## src/common/bpu_stats_pkg.sv

```systemverilog
package bpu_stats_pkg;

   localparam int STAT_W = 16;

   // Wraps silently at 2^STAT_W
   typedef logic [STAT_W-1:0] stat_cnt_t;

endpackage

```

## src/logic/pred_stats.sv

```systemverilog
module pred_stats (
   input  logic                     clk_i,
   input  logic                     rst_i,
   input  logic                     pred_valid_i,
   input  logic                     pred_taken_i,
   input  logic                     pred_hit_i,
   input  logic                     update_valid_i,
   input  logic                     mispredict_i,
   output bpu_stats_pkg::stat_cnt_t stat_lookups_o,
   output bpu_stats_pkg::stat_cnt_t stat_taken_o,
   output bpu_stats_pkg::stat_cnt_t stat_updates_o,
   output bpu_stats_pkg::stat_cnt_t stat_mispredicts_o
);

   logic count_taken;

   // A taken prediction always comes from a hit
   assign count_taken = pred_valid_i && pred_hit_i && pred_taken_i;

   always_ff @(posedge clk_i) begin
      if (rst_i) begin
         stat_lookups_o     <= '0;
         stat_taken_o       <= '0;
         stat_updates_o     <= '0;
         stat_mispredicts_o <= '0;
      end else begin
         if (pred_valid_i) begin
            stat_lookups_o <= stat_lookups_o + 1'b1;
         end
         if (count_taken) begin
            stat_taken_o <= stat_taken_o + 1'b1;
         end
         if (update_valid_i) begin
            stat_updates_o <= stat_updates_o + 1'b1;
         end
         if (mispredict_i) begin
            stat_mispredicts_o <= stat_mispredicts_o + 1'b1; // Reported by the core
         end
      end
   end

endmodule

```

## config.mk

```make
export PLATFORM = sky130hd
export DESIGN_NAME = pred_stats
export DESIGN_NICKNAME = d
export VERILOG_FILES = /design/src/common/bpu_stats_pkg.sv /design/src/logic/pred_stats.sv
export SDC_FILE = /design/constraint.sdc
export NUM_CORES = 1
export LEC_CHECK = 0
export ABC_CLOCK_PERIOD_IN_PS = 1400
export BUFFER_PORTS_ARGS = -buffer_cell sky130_fd_sc_hd__buf_2
export CORE_AREA = 2 2 101 103
export CTS_CLUSTER_SIZE = 30
export DETAILED_ROUTE_END_ITERATION = 10
export DIE_AREA = 0 0 103 105
export GPL_ROUTABILITY_DRIVEN = 0
export GPL_TIMING_DRIVEN = 1
export PLACE_DENSITY_LB_ADDON = 0.08
export SKIP_LAST_GASP = 1
export SYNTH_ARGS = -nofsm -noshare
export SYNTH_HDL_FRONTEND = slang
export SYNTH_SLANG_ARGS = --single-unit
```

## constraint.sdc

```tcl
create_clock -name clk_i -period 1.4 [get_ports clk_i]
set_input_delay 0.14 -clock clk_i [delete_from_list [all_inputs] [get_ports clk_i]]
set_output_delay 0.14 -clock clk_i [all_outputs]
set_load 0.03 [all_outputs]
```

# Word level (Yosys, flattened, before mapping)
# Cells that the tools add are included.
[totals]
out_inout_bits = 64
regBits = 64
[op_classes]
add_sub_neg = 4
n_reduce_logical = 2
[ops]
columns = ["cell", "n"]
rows = [
  ["$add 16x1->16 const B", 4],
  ["$logic_and 1x1->1", 2],
]

# Logic depth before layout (Yosys ltp)
[logic_depth]
ltp_word = 2
depth_mapped = 5

# Worst setup path before layout
# No wires, ideal clock.
[synth_path]
kind = "register to register"
from = "register stat_taken_o[4]"
to = "register stat_taken_o[15]"
path_slack_ns = -0.460
t_arrival_ns = 1.790
path_buffers = 0
path_stages_with_launch = 5
setup_ns = 0.070
cell_sequence = "dfxtp_1 nand4_2 or4_4 or3_1 a21oi_1"
[synth_via]
elab_chain_len = 1
[synth_rtl]
columns = ["element", "line_no", "source"]
rows = [
  ["start: declaration", "pred_stats.sv:10", "output bpu_stats_pkg::stat_cnt_t stat_taken_o,"],
  ["start signal: assignment", "pred_stats.sv:31", "stat_taken_o <= stat_taken_o + 1'b1;"],
  ["$add 16x1->16", "pred_stats.sv:31", ""],
]
# No other way between the ends.
# A chain may end at the register's enable or synchronous reset.

# Worst setup path after layout
[layout_path]
from = "register stat_taken_o[6]"
to = "register stat_taken_o[12]"
# Same word-level chain as after synthesis.

==> results.cfg <==
[synthesis]
synthTopCellsByArea = dfxtp_1 (45%), xnor2_1 (8.0%), nor2_1 (7.2%), xor2_1 (5.2%), nand4_1 (3.1%)
yosysSeqAreaShare = 0.449
ys_warn_count = 0
synth_top_area_frac = 0.449
synth_area_mm2 = 0.00285
yosysTopAreaCell = dfxtp_1
syn_nets = 335
synth_seq_cells = 64
yosysUniqueCellTypes = 32
avgSynthCellArea_um2 = 8.80
synthCells = 324

[clock_tree]
clock_sinks = 64
htree_num_levels = 3
clk_latency_ps = 330
clock_path_buffers = 2
clk_pin_slew_ps = 70
cts_tree = yes
numCtsBuffers = 9
root_buffer = clkbuf_8

[sta]
worstMarginPinSlew_ps = 494
period_needed_ps = 1580
finalHoldViolations = 0
rsz0062_at_grt = yes
finalSetupViolCount = 7
fin_crit_sh = 1.13
drv_slew = 0
finalWorstSetupSlack_ps = -179
fin_worst_skew_ps = 7.65
slew_headroom = 0.670
hold_slack_ps = 148
fmax_mhz = 633

[critical_path]
cp_max_fo = 5
reg2regPathDepth = 4
endpoint_kind = flip-flop
required_ps = 1670
path_class = flip-flop to flip-flop
crit_arrival_ps = 1850
cp-start-kind = flip-flop

[finish]
antennaDiodeCount = 0
final_common_cell = buf_2
area_delta_synth_final_pct = 44.9
stdcell_count = 580
drive_gt1_frac = 0.459
finalNetCount = 453
layout_common_cells = buf_2 (70), nor2_1 (55), buf_4 (45), xnor2_1 (25), dfxtp_2 (25)
stdcell_area_mm2 = 0.00413
n_fill_cell = 1002

[drt]
wl_per_cell_um = 12.3
detail_route.first_pass.iterations = 5
vias = 2641
totalWireLength_um = 7120
antenna_left = 0
drtIter0Drc = 55
vias_per_cell = 4.55
drc = 0

[place]
dp_cells = 560
place_area_mm2 = 0.00379
hpwl_um = 4970
port_buffers = 70
pre_cts_ws_ps = -184

[die]
die_h_um = 105
die_area_mm2 = 0.0108
initial_core_util = 0.296
core_area_mm2 = 0.00964
chipWidth_um = 103
io_pins = 71
rows = 36

[global_route]
grt_max_degree = 28
antenna_found_initial = 0
grt_pass1_wl_um = 11400
track_usage = 0.130
grt_overflow = 0
grt_pass1_vias = 2390

[outcome]
violations = negative setup slack
status = finished, violations left

[pwr]
irDropWorstVdd_mv = 0.448
leakage_nw = 1.76
power-per-cell-area_mw_per_mm2 = 857

[hold_path]
hp-class = input port to flip-flop
hold_depth = 3

[flow_run]
cap_viol_max_count = 0
-- flip-flops by register name (all words and copies together), names as in the netlist --
signal              flops
stat_lookups_o         16
stat_mispredicts_o     16
stat_taken_o           16
stat_updates_o         16
-- layer usage --
metal  part of all wire  track usage
met5                  0            0
met4             0.0098       0.0508
met3              0.030       0.0254
met2               0.46        0.193
met1               0.50        0.183
-- Yosys cell counts (all sizes together) --
| cell type | count |
|---|---|
| xnor2 | 26 |
| a21oi | 12 |
| nand4 | 16 |
| buf | 1 |
| nor2 | 55 |
| inv | 8 |
| nand4b | 2 |
| or3 | 7 |
| xor2 | 17 |
| clkbuf | 9 |
| and4 | 1 |
| nand2 | 21 |
| mux2 | 3 |
| o21ai | 11 |
| or4 | 5 |
| nor4 | 10 |
| a31o | 2 |
| mux2i | 4 |
| nor2b | 5 |
| nand2b | 2 |
| nor3 | 13 |
| dfxtp | 64 |
| and3 | 8 |
| a21o | 1 |
| nand3 | 17 |
| ha | 4 |
-- kinds of logic after synthesis --
group / count (synthesis) / synth area share
flops: 64 / 0.449
mux: 7 / 0.0259
buf+inv: 18 / 0.0334
xor+xnor: 43 / 0.132
simple gates: 162 / 0.293
fa+ha+maj: 4 / 0.0176
compound gates: 26 / 0.0491
-- layout make-up --
cell class	count	area (µm²)	area share
timing repair buffer	117	711	0.172
tap	133	166	0.0403
inverter	8	30.0	0.00727
clock inverter	5	47.5	0.0115
clock buffer	11	131	0.0318
sequential	64	1380	0.333
multi-input combinational	242	1670	0.404
-- power by group --
group	internal (mW)	switching, mW	total, mW
logic	0.0788	0.130	0.209
registers	1.82	0.0289	1.85
clock network	0.807	0.679	1.49
-- worst paths after layout --
check | from | endpoint | slack (ps)
max | stat_taken_o[6]$_SDFFE_PP0P_ | stat_taken_o[12]$_SDFFE_PP0P_ | -180
min | update_valid_i | stat_updates_o[0]$_SDFFE_PP0P_ | 150
max reg2reg | stat_taken_o[6]$_SDFFE_PP0P_ | stat_taken_o[12]$_SDFFE_PP0P_ | -180
min reg2reg | stat_lookups_o[5]$_SDFFE_PP0P_ | stat_lookups_o[5]$_SDFFE_PP0P_ | 500
-- metrics by stage --
| stage | util | power, mW | setup TNS [ps] |
|---|---|---|---|
| 4_1_cts | 0.414 | 3.61 | -744 |
| 3_5_place_dp | 0.394 | 2.09 | -863 |
| 6_report | 0.429 | 3.54 | -682 |
| 3_3_place_gp | 0.394 | 2.09 | -842 |
| 5_1_grt | 0.429 | 3.71 | -1330 |
| 2_1_floorplan | - | 2.01 | -769 |
-- critical path, cell delays in order (launching register included) --
cell and delay (ps):
dfxtp_4 360, nand4_4 130, or4_4 560, or4_1 410
nand2_1 70
-- timing repair --
item	4_1_cts	5_1_grt
setup endpoints to repair	10	19
resized for setup	7	19
pin swaps	4	6
buffers inserted	0	4
hold buffers	0	0
(Power assumes the default switching activity.)
