[config.mk]
export PLATFORM = sky130hd
export DESIGN_NAME = pred_bank_flat
export DESIGN_NICKNAME = d
export VERILOG_FILES = /design/src/common/bpu_pred_pkg.sv /design/src/common/bpu_bank_if.sv /design/src/predictor/pred_bank.sv /design/src/flat_wrapper.sv
export SDC_FILE = /design/constraint.sdc
export NUM_CORES = 2
export LEC_CHECK = 0
export BUFFER_PORTS_ARGS = -buffer_cell sky130_fd_sc_hd__buf_2
export CORE_MARGIN = 10
export CORE_UTILIZATION = 56
export CTS_CLUSTER_DIAMETER = 40
export DETAILED_ROUTE_END_ITERATION = 10
export GPL_ROUTABILITY_DRIVEN = 1
export MAX_ROUTING_LAYER = met4
export PLACE_DENSITY = 0.76
export SLEW_MARGIN = 30
export SYNTH_ARGS = -nofsm -noshare
export SYNTH_HDL_FRONTEND = slang
export SYNTH_SLANG_ARGS = --single-unit
[constraint.sdc]
create_clock -name clk_i -period 10.7 [get_ports clk_i]
set_clock_uncertainty 0.05 [all_clocks]
set_input_delay 2.14 -clock clk_i [delete_from_list [all_inputs] [get_ports clk_i]]
set_output_delay 2.14 -clock clk_i [all_outputs]
set_load 0.05 [all_outputs]
[src/common/bpu_pred_pkg.sv]
package bpu_pred_pkg;

   localparam int ADDR_W = 32;

   typedef logic [ADDR_W-1:0] addr_t;

   // Upper bit set means predict taken
   typedef enum logic [1:0] {
      STRONG_NT = 2'b00,
      WEAK_NT   = 2'b01,
      WEAK_T    = 2'b10,
      STRONG_T  = 2'b11
   } pred_state_t;

   // One saturating step toward the resolved outcome
   function automatic pred_state_t sat_step(input pred_state_t state, input logic taken);
      pred_state_t next;
      case (state)
         STRONG_NT: next = taken ? WEAK_NT  : STRONG_NT;
         WEAK_NT:   next = taken ? WEAK_T   : STRONG_NT;
         WEAK_T:    next = taken ? STRONG_T : WEAK_NT;
         STRONG_T:  next = taken ? STRONG_T : WEAK_T;
         default:   next = STRONG_NT;
      endcase
      return next;
   endfunction

endpackage
[src/common/bpu_bank_if.sv]
interface bpu_bank_if #(
   parameter int NUM_BANKS     = 4,
   parameter int ROWS_PER_BANK = 32
);
   import bpu_pred_pkg::*;

   localparam int BANK_W = $clog2(NUM_BANKS);
   localparam int ROW_W  = $clog2(ROWS_PER_BANK);
   localparam int TAG_W  = ADDR_W - 1 - BANK_W - ROW_W; // Bit 0 is never part of the tag

   logic             lookup_en;
   logic [ROW_W-1:0] lookup_row;
   logic [TAG_W-1:0] lookup_tag;

   logic             update_en;
   logic             update_taken;
   logic [ROW_W-1:0] update_row;
   logic [TAG_W-1:0] update_tag;
   addr_t            update_target;

   // Combinational answer of the bank
   logic             resp_hit;
   logic             resp_taken;
   addr_t            resp_target;

   modport router (output lookup_en, lookup_row, lookup_tag,
                   output update_en, update_taken, update_row, update_tag, update_target);

   modport bank (input  lookup_en, lookup_row, lookup_tag,
                 input  update_en, update_taken, update_row, update_tag, update_target,
                 output resp_hit, resp_taken, resp_target);

   modport merge (input resp_hit, resp_taken, resp_target);

endinterface

[src/predictor/pred_bank.sv]
module pred_bank #(
   parameter int NUM_BANKS     = 4,
   parameter int ROWS_PER_BANK = 32
) (
   input logic      clk_i,
   input logic      rst_i,
   bpu_bank_if.bank bank
);
   import bpu_pred_pkg::*;

   localparam int BANK_W = $clog2(NUM_BANKS);
   localparam int ROW_W  = $clog2(ROWS_PER_BANK);
   localparam int TAG_W  = ADDR_W - 1 - BANK_W - ROW_W;

   // Control state, cleared on reset
   logic [ROWS_PER_BANK-1:0] valid_q;
   pred_state_t              state_q [ROWS_PER_BANK];

   // Payload
   logic [TAG_W-1:0]         tag_q [ROWS_PER_BANK];
   addr_t                    target_q [ROWS_PER_BANK];

   logic                     lookup_hit;
   pred_state_t              lookup_state;
   logic                     lookup_taken;

   pred_state_t              upd_state;
   logic                     upd_conflict;
   pred_state_t              upd_next;

   // Lookup path reads the table before any write of this cycle
   assign lookup_state = state_q[bank.lookup_row];
   assign lookup_hit   = bank.lookup_en && valid_q[bank.lookup_row] &&
                         (tag_q[bank.lookup_row] == bank.lookup_tag);
   assign lookup_taken = lookup_hit && lookup_state[1];

   assign bank.resp_hit    = lookup_hit;
   assign bank.resp_taken  = lookup_taken;
   assign bank.resp_target = lookup_taken ? target_q[bank.lookup_row] : '0;

   // Another branch owns this row
   assign upd_state    = state_q[bank.update_row];
   assign upd_conflict = valid_q[bank.update_row] &&
                         (tag_q[bank.update_row] != bank.update_tag);

   always_comb begin
      if (upd_conflict) begin
         upd_next = STRONG_NT; // Evict the old owner's history
      end else begin
         upd_next = sat_step(upd_state, bank.update_taken);
      end
   end

   always_ff @(posedge clk_i) begin
      if (rst_i) begin
         valid_q <= '0;
         for (int i = 0; i < ROWS_PER_BANK; i++) begin
            state_q[i] <= STRONG_NT;
         end
      end else if (bank.update_en) begin
         state_q[bank.update_row] <= upd_next;
         if (bank.update_taken) begin
            valid_q[bank.update_row] <= 1'b1; // Only taken branches allocate
         end
      end
   end

   always_ff @(posedge clk_i) begin
      if (bank.update_en && bank.update_taken) begin
         tag_q[bank.update_row] <= bank.update_tag;
         if (upd_next[1]) begin
            target_q[bank.update_row] <= bank.update_target; // Keep target of taken state
         end
      end
   end

   // Row comes from the router slice of the update address
   a_update_row_known: assert property (@(posedge clk_i) disable iff (rst_i)
      bank.update_en |-> !$isunknown(bank.update_row));

endmodule

[src/flat_wrapper.sv]
// flat-port wrapper written by rule: the top's interface ports become plain ports
module pred_bank_flat import bpu_pred_pkg::*;
#(
   parameter int NUM_BANKS     = 4,
   parameter int ROWS_PER_BANK = 32
)
  (clk_i, rst_i, bank_lookup_en, bank_lookup_row, bank_lookup_tag, bank_update_en, bank_update_taken, bank_update_row, bank_update_tag, bank_update_target, bank_resp_hit, bank_resp_taken, bank_resp_target);
  bpu_bank_if #(.NUM_BANKS(NUM_BANKS), .ROWS_PER_BANK(ROWS_PER_BANK)) bank_i ();
  input logic clk_i;
  input logic rst_i;
  input wire logic [$bits(bank_i.lookup_en)-1:0] bank_lookup_en;
  input wire logic [$bits(bank_i.lookup_row)-1:0] bank_lookup_row;
  input wire logic [$bits(bank_i.lookup_tag)-1:0] bank_lookup_tag;
  input wire logic [$bits(bank_i.update_en)-1:0] bank_update_en;
  input wire logic [$bits(bank_i.update_taken)-1:0] bank_update_taken;
  input wire logic [$bits(bank_i.update_row)-1:0] bank_update_row;
  input wire logic [$bits(bank_i.update_tag)-1:0] bank_update_tag;
  input wire logic [$bits(bank_i.update_target)-1:0] bank_update_target;
  output wire logic [$bits(bank_i.resp_hit)-1:0] bank_resp_hit;
  output wire logic [$bits(bank_i.resp_taken)-1:0] bank_resp_taken;
  output wire logic [$bits(bank_i.resp_target)-1:0] bank_resp_target;
  assign bank_i.lookup_en = bank_lookup_en;
  assign bank_i.lookup_row = bank_lookup_row;
  assign bank_i.lookup_tag = bank_lookup_tag;
  assign bank_i.update_en = bank_update_en;
  assign bank_i.update_taken = bank_update_taken;
  assign bank_i.update_row = bank_update_row;
  assign bank_i.update_tag = bank_update_tag;
  assign bank_i.update_target = bank_update_target;
  assign bank_resp_hit = bank_i.resp_hit;
  assign bank_resp_taken = bank_i.resp_taken;
  assign bank_resp_target = bank_i.resp_target;
  pred_bank #(.NUM_BANKS(NUM_BANKS), .ROWS_PER_BANK(ROWS_PER_BANK)) u_core (.clk_i(clk_i), .rst_i(rst_i), .bank(bank_i));
endmodule
# [Word-level counts from Yosys, hierarchy flattened]
# Memories as Yosys holds them, arrays and structs flattened.
# Cells that the tools add are included.
[totals] ff_bits=32 ram_bits=1856 word_cells=48 mem_count=3
[memory_table] name="u_core.target_q" words=32 word_bits=32 rd=1 rd_clocked_by_memory_dff=0 write_ports=1 line_no="pred_bank.sv:21" text="addr_t target_q [ROWS_PER_BANK];"
[memory_table] name="u_core.tag_q" words=32 word_bits=24 rd=2 rd_clocked_by_memory_dff=0 write_ports=1 line_no="pred_bank.sv:20" text="logic [TAG_W-1:0] tag_q [ROWS_PER_BANK];"
[memory_table] name="u_core.state_q" words=32 word_bits=2 rd=2 rd_clocked_by_memory_dff=0 write_ports=32 line_no="pred_bank.sv:17" text="pred_state_t state_q [ROWS_PER_BANK];"
[classes] n_lt_le_gt_ge=3 eq_ne=5 muxes=26 n_bitwise=1 reduce_logical=9
[ops] cell="2-to-1 mux 32 bit" count=1
[ops] cell="OR 32 bit" count=1
[ops] cell="equality test 24 bit" count=1
[ops] cell="inequality test 24 bit" count=1
[ops] cell="2-to-1 mux 1 bit" count=16
[ops] cell="less-than comparator 5 x 6 -> 1 bit, second input constant" count=2
[ops] cell="binary-select mux 1 bit (select 5 bit)" count=2
[ops] cell="2-to-1 mux 2 bit" count=4
[ops] cell="case mux 2 bit (4 select lines)" count=1
[ops] cell="logical AND 1 bit" count=6
[ops] cell="demux 1 bit (select 5 bit)" count=1
[ops] cell="greater-or-equal comparator 5 x 1 -> 1 bit, second input constant" count=1
[ops] cell="2-to-1 mux 5 bit" count=1
[ops] cell="equality test 2 bit, second input constant" count=2
[ops] cell="equality test 2 x 1 -> 1 bit, second input constant" count=1
[ops] cell="zero test 2 bit" count=1
[ops] cell="AND reduction 2 bit" count=1
[ops] cell="OR reduction 2 bit" count=1

# [Logic depth before layout (Yosys ltp)]
[logic_depth] depth_word=7 mapped_depth=16 mapped_depth_nobuf=8

# [Worst setup path before layout]
# Ideal clock, no wire load.
[synth_path] kind="in2reg" from="input port bank_update_row[1]" to="memory u_core.target_q[16][0] (netlist name) (enable)" t_arrival_ns=8.604 path_slack_ns=1.523 stages=15 path_cell_list="buf_2 buf_2 buf_4 buf_2 buf_2 mux2i_1 o22ai_1 nor4_1 nand2_1 xnor2_1 nand4_1 or4_1 buf_2 buf_6 a2111oi_1"
[synth_via] elab_chain_len=7 elab_cells_between_ends=15 classes_between="eq/ne: 4; mux: 7; reduce/logical: 2; memory: 2"
[synth_rtl] element="from (decl)" line_no="flat_wrapper.sv:16" text="input wire logic [$bits(bank_i.update_row)-1:0] bank_update_row;"
[synth_rtl] element="memory (32 x 24 bit) (tied with other cells)"
[synth_rtl] element="inequality test 24 bit (tied with other cells)" line_no="pred_bank.sv:44" text="(tag_q[bank.update_row] != bank.update_tag);"
[synth_rtl] element="logical AND 1 bit or case mux 2 bit (4 select lines) (tied branches)" line_no="pred_bank.sv:43, bpu_pred_pkg.sv:18"
[synth_rtl] element="2-to-1 mux 2 bit" line_no="pred_bank.sv:47" text="if (upd_conflict) begin"
[synth_rtl] element="2-to-1 mux 1 bit" line_no="pred_bank.sv:71" text="if (upd_next[1]) begin"
[synth_rtl] element="2-to-1 mux 1 bit" line_no="pred_bank.sv:69" text="if (bank.update_en && bank.update_taken) begin"
[synth_rtl] element="2-to-1 mux 1 bit (not written as such)" line_no="pred_bank.sv:72" text="target_q[bank.update_row] <= bank.update_target;"
[synth_rtl] element="to (decl)" line_no="pred_bank.sv:21"
# Several ways; a longest one is shown, not always the timed one. The select of a mux whose other input is x is not followed.

# [Worst setup path after layout]
[layout_path] from="input port bank_lookup_row[4]" to="output port bank_resp_target[0]"
[layout_via] elab_chain_len=6 elab_cells_between_ends=10 classes_between="eq/ne: 1; mux: 3; reduce/logical: 3; memory: 3"
[layout_rtl] element="from (decl)" line_no="flat_wrapper.sv:12" text="input wire logic [$bits(bank_i.lookup_row)-1:0] bank_lookup_row;"
[layout_rtl] element="parallel branches: the longest is 5 deep, another holds memory (32 x 24 bit)"
[layout_rtl] element="2-to-1 mux 32 bit (*)" line_no="pred_bank.sv:39" text="assign bank.resp_target = lookup_taken ? target_q[bank.lookup_row] : '0;"
[layout_rtl] element="to (decl)" line_no="flat_wrapper.sv:21" text="output wire logic [$bits(bank_i.resp_target)-1:0] bank_resp_target;"
# Every way passes the cells marked *. The select of a mux whose other input is x is not followed.

==> flow_summary.json <==
{
  "syn_area_sq_um": 80400,
  "synth_cells": 4193,
  "synth_edf_count": 1856,
  "rsz0062_at_grt": "no",
  "crit_top_cell": "buf_4",
  "whs_endpoint": "u_core.valid_q[30]$_SDFFE_PP0P_",
  "io_pins": 129,
  "antenna_found_initial": 28,
  "finalSetupViolations": 0,
  "hold_ws_ps": 445,
  "seq_area_frac_synth_pct": 70.1,
  "regArea_sq_um": 56400,
  "post-route-min-period_ps": 9140,
  "drc": 0,
  "multi_input_area_sq_um": 23300,
  "maxCapViolations": 0,
  "htree_levels": 4,
  "max_freq_mhz": 109,
  "leakagePower_nw": 29.4,
  "synthToLayoutAreaGrowth_pct": 13.3,
  "drt_iter0_drc": 7369,
  "status": "complete, no violations",
  "synthFlopType": "edfxtp_1",
  "routed_wl_um": 236000,
  "start_util_pct": 56.2,
  "synthArstFlopShare_pct": 0,
  "crit_chain": "buf_6, buf_4, or3_1, o21ai_0, nor4_2, xor2_1, nor4_1, nand4_1, buf_4, nor3_1, buf_2",
  "ant_nets": 0,
  "worst_setup_path_end_kind": "output pin",
  "gp_congestion": 0.892,
  "p_seq_share_pct": 49.6,
  "hold_buffers": 0,
  "tns_ps": 0,
  "vias_per_cell": 7.20,
  "fillCellCount": 9226,
  "swShare_pct": 22.8,
  "clk_path_buf_depth": 3,
  "grt_pass1_vias": 46300,
  "cts-root-buf": "clkbuf_16",
  "yosysUniqueCellTypes": 64,
  "critPathTopFamily": "buffers and inverters",
  "worst_slew_pin_slew_ps": 1050,
  "num_vias": 46400,
  "die_h_um": 399,
  "critPathLaunchType": "primary input",
  "internal-power_mw": 12.7,
  "critPathMaxFanout": 60,
  "crit_slowest_cell": "buf_4",
  "cts-resized-gates": 0,
  "cts_tree": "done",
  "peakVddDrop_v": 0.000199,
  "die_area_sq_um": 159000,
  "p_clk_share_pct": 44.4,
  "reg2reg_slack_ps": 5420,
  "worstHoldPathCells": 2,
  "worstReg2RegStart": "u_core.tag_q[31][5]$_DFFE_PP_",
  "worstSetupPathDepth": 11,
  "syn_area_per_cell_sq_um": 19.2,
  "dp_hpwl_um": 122000,
  "pwr-share-comb_pct": 6.0,
  "slew_headroom_pct": 30.3,
  "syn_nets": 4288,
  "cp.arrival_ps": 6950,
  "critical-path-max-stage-delay_ps": 940,
  "clkSinkCount": 1888,
  "ys_warn_count": 0,
  "hold_viol": 0,
  "rows": 139,
  "die_x_um": 399,
  "hp-class": "reg2reg",
  "grt_pass1_wl_um": 335000,
  "nets": 4440,
  "drive_gt1_share_pct": 27.0,
  "grt_max_degree": 153,
  "portBuffers": 128,
  "synth_seq_cells": 1888,
  "grt.overflow.total": 0,
  "firstDrtPassIters": 6,
  "min_period_over_period_pct": 85.5,
  "reg2reg_depth": 9,
  "postCtsSetupBuffers": 0,
  "crit_type": "in2out",
  "p_per_area_nw_per_um2": 181,
  "required_ps": 8510,
  "path_clk_slew_ps": 60,
  "wire_per_inst_um": 36.6,
  "grt.total_usage_pct": 30.2,
  "p_sw_mw": 3.76,
  "hold_path.startpoint": "u_core.valid_q[30]$_SDFFE_PP0P_",
  "cp_num_buf_inv": 4,
  "slew_violations": 0,
  "r2r-end": "u_core.target_q[29][11]$_DFFE_PP_",
  "numCtsBuffers": 211,
  "core_region_area_sq_um": 143000,
  "clock_latency_ps": 880
}
[per-layer routing]
metal / vias to the layer above / GRT usage, % / wire length (um)
li1: 18100 / - / -
met1: 23800 / 38.0 / 80000
met2: 3739 / 46.7 / 113000
met3: 767 / 8.07 / 30900
met4: 0 / 13.0 / 11900
met5: - / - / 0
[flip-flops by register name, indices dropped and copies added, names as in the netlist]
register / count
u_core.tag_q: 768
u_core.target_q: 1024
u_core.valid_q: 32
u_core.state_q: 64
[metrics by stage]
| stage | power [mW] | util [%] | instances | area [sq um] | worst slack, ps |
|---|---|---|---|---|---|
| after detailed placement | 9.29 | 58.6 | 6032 | 83900 | 1720 |
| after floorplan | 8.92 | - | 4193 | 80400 | 1520 |
| final | 16.5 | 63.7 | 6445 | 91100 | 1560 |
| after global placement | 9.27 | 58.6 | 6031 | 83800 | 1320 |
| after global routing | 16.9 | 63.6 | 6440 | 91100 | 1450 |
| after CTS | 16.5 | 63.6 | 6425 | 91000 | 1680 |
[worst min-delay path, cell delays in order, from the launching register on]
cell and delay [ps]:
dfxtp_1 340, nor2_1 50, nor2_1 70
[worst max path at each step]
stage	to	startpoint
after floorplan	u_core.target_q[16][0]$_DFFE_PP_	bank_update_row[1]
after global placement	bank_resp_target[28]	bank_lookup_row[2]
after detailed placement	bank_resp_target[0]	bank_lookup_row[4]
after CTS	bank_resp_target[15]	bank_lookup_row[4]
after global routing	bank_resp_target[15]	bank_lookup_row[0]
final	bank_resp_target[0]	bank_lookup_row[4]
[placed cells by master, fill, tap and decap left out, types with 16 or more instances in the layout]
| master | count |
|---|---|
| a2111oi_4 | 17 |
| a211oi_1 | 75 |
| a21oi_1 | 26 |
| a22oi_1 | 34 |
| a31oi_1 | 33 |
| buf_2 | 122 |
| buf_4 | 114 |
| bufinv_16 | 21 |
| clkbuf_1 | 34 |
| clkbuf_16 | 212 |
| clkinv_1 | 28 |
| clkinv_2 | 38 |
| dfxtp_1 | 32 |
| diode_2 | 17 |
| edfxtp_1 | 1856 |
| inv_6 | 17 |
| mux2_2 | 26 |
| mux2i_1 | 459 |
| mux4_2 | 511 |
| nand2_1 | 65 |
| nand2b_1 | 42 |
| nor2_1 | 77 |
| nor2_4 | 32 |
| nor2b_1 | 17 |
| nor3_1 | 42 |
| nor3b_1 | 34 |
| nor4_1 | 60 |
| o22ai_1 | 237 |
| xnor2_1 | 16 |
[cell usage after synthesis, types with 9 or more instances]
cell       count  area (sq um)
edfxtp_1    1856         55700
mux4_2       512         11500
mux2i_1      459          4590
o22ai_1      237          1480
clkbuf_1     176           661
nor2_1       109           409
a211oi_1      75           563
buf_2         69           345
nand2_1       65           244
nor4_1        62           388
buf_1         57           214
nand2b_1      42           263
nor3_1        42           210
a22oi_1       34           255
nor3b_1       34           255
a31oi_1       33           206
dfxtp_1       32           641
a21oi_1       26           130
mux2_2        26           293
nor2b_1       18           113
a2111oi_2     17           255
xnor2_1       16           140
a2111oi_1     15           150
xor2_1        15           131
and3_1        14          87.6
nand3_1       14          70.1
nand4_1       13          81.3
buf_4         11          82.6
o211ai_1      11          82.6
or4_1         10          75.1
or3_1          9          56.3
[power by group through the flow]
stage          combinational (mW)  clock (mW)  sequential (mW)
4_1_cts                     0.974        7.37             8.17
6_report                    0.993        7.33             8.17
5_1_grt                      1.03        7.66             8.17
2_1_floorplan               0.595           0             8.32
3_3_place_gp                0.948           0             8.33
3_5_place_dp                0.962           0             8.33
[final cells by class]
class                           instances  area share [%]
Antenna cell                           17          0.0467
Clock buffer                          246            5.96
Clock inverter                        147            1.85
Inverter                                6          0.0247
Multi-Input combinational cell       1980            25.6
Sequential cell                      1888            61.9
Tap cell                             1903            2.61
Timing Repair Buffer                  258            2.05
[cells by family after synthesis]
group                    synth area share [%]
buffers and inverters                    1.73
AND/OR/NAND/NOR                          3.22
AO/OA/AOI/OAI                            4.20
adder cells (fa/ha/maj)                0.0249
multiplexers                             20.4
XOR/XNOR                                0.338
flip-flops                               70.1
Note: power is estimated with default switching activity, not from simulation.
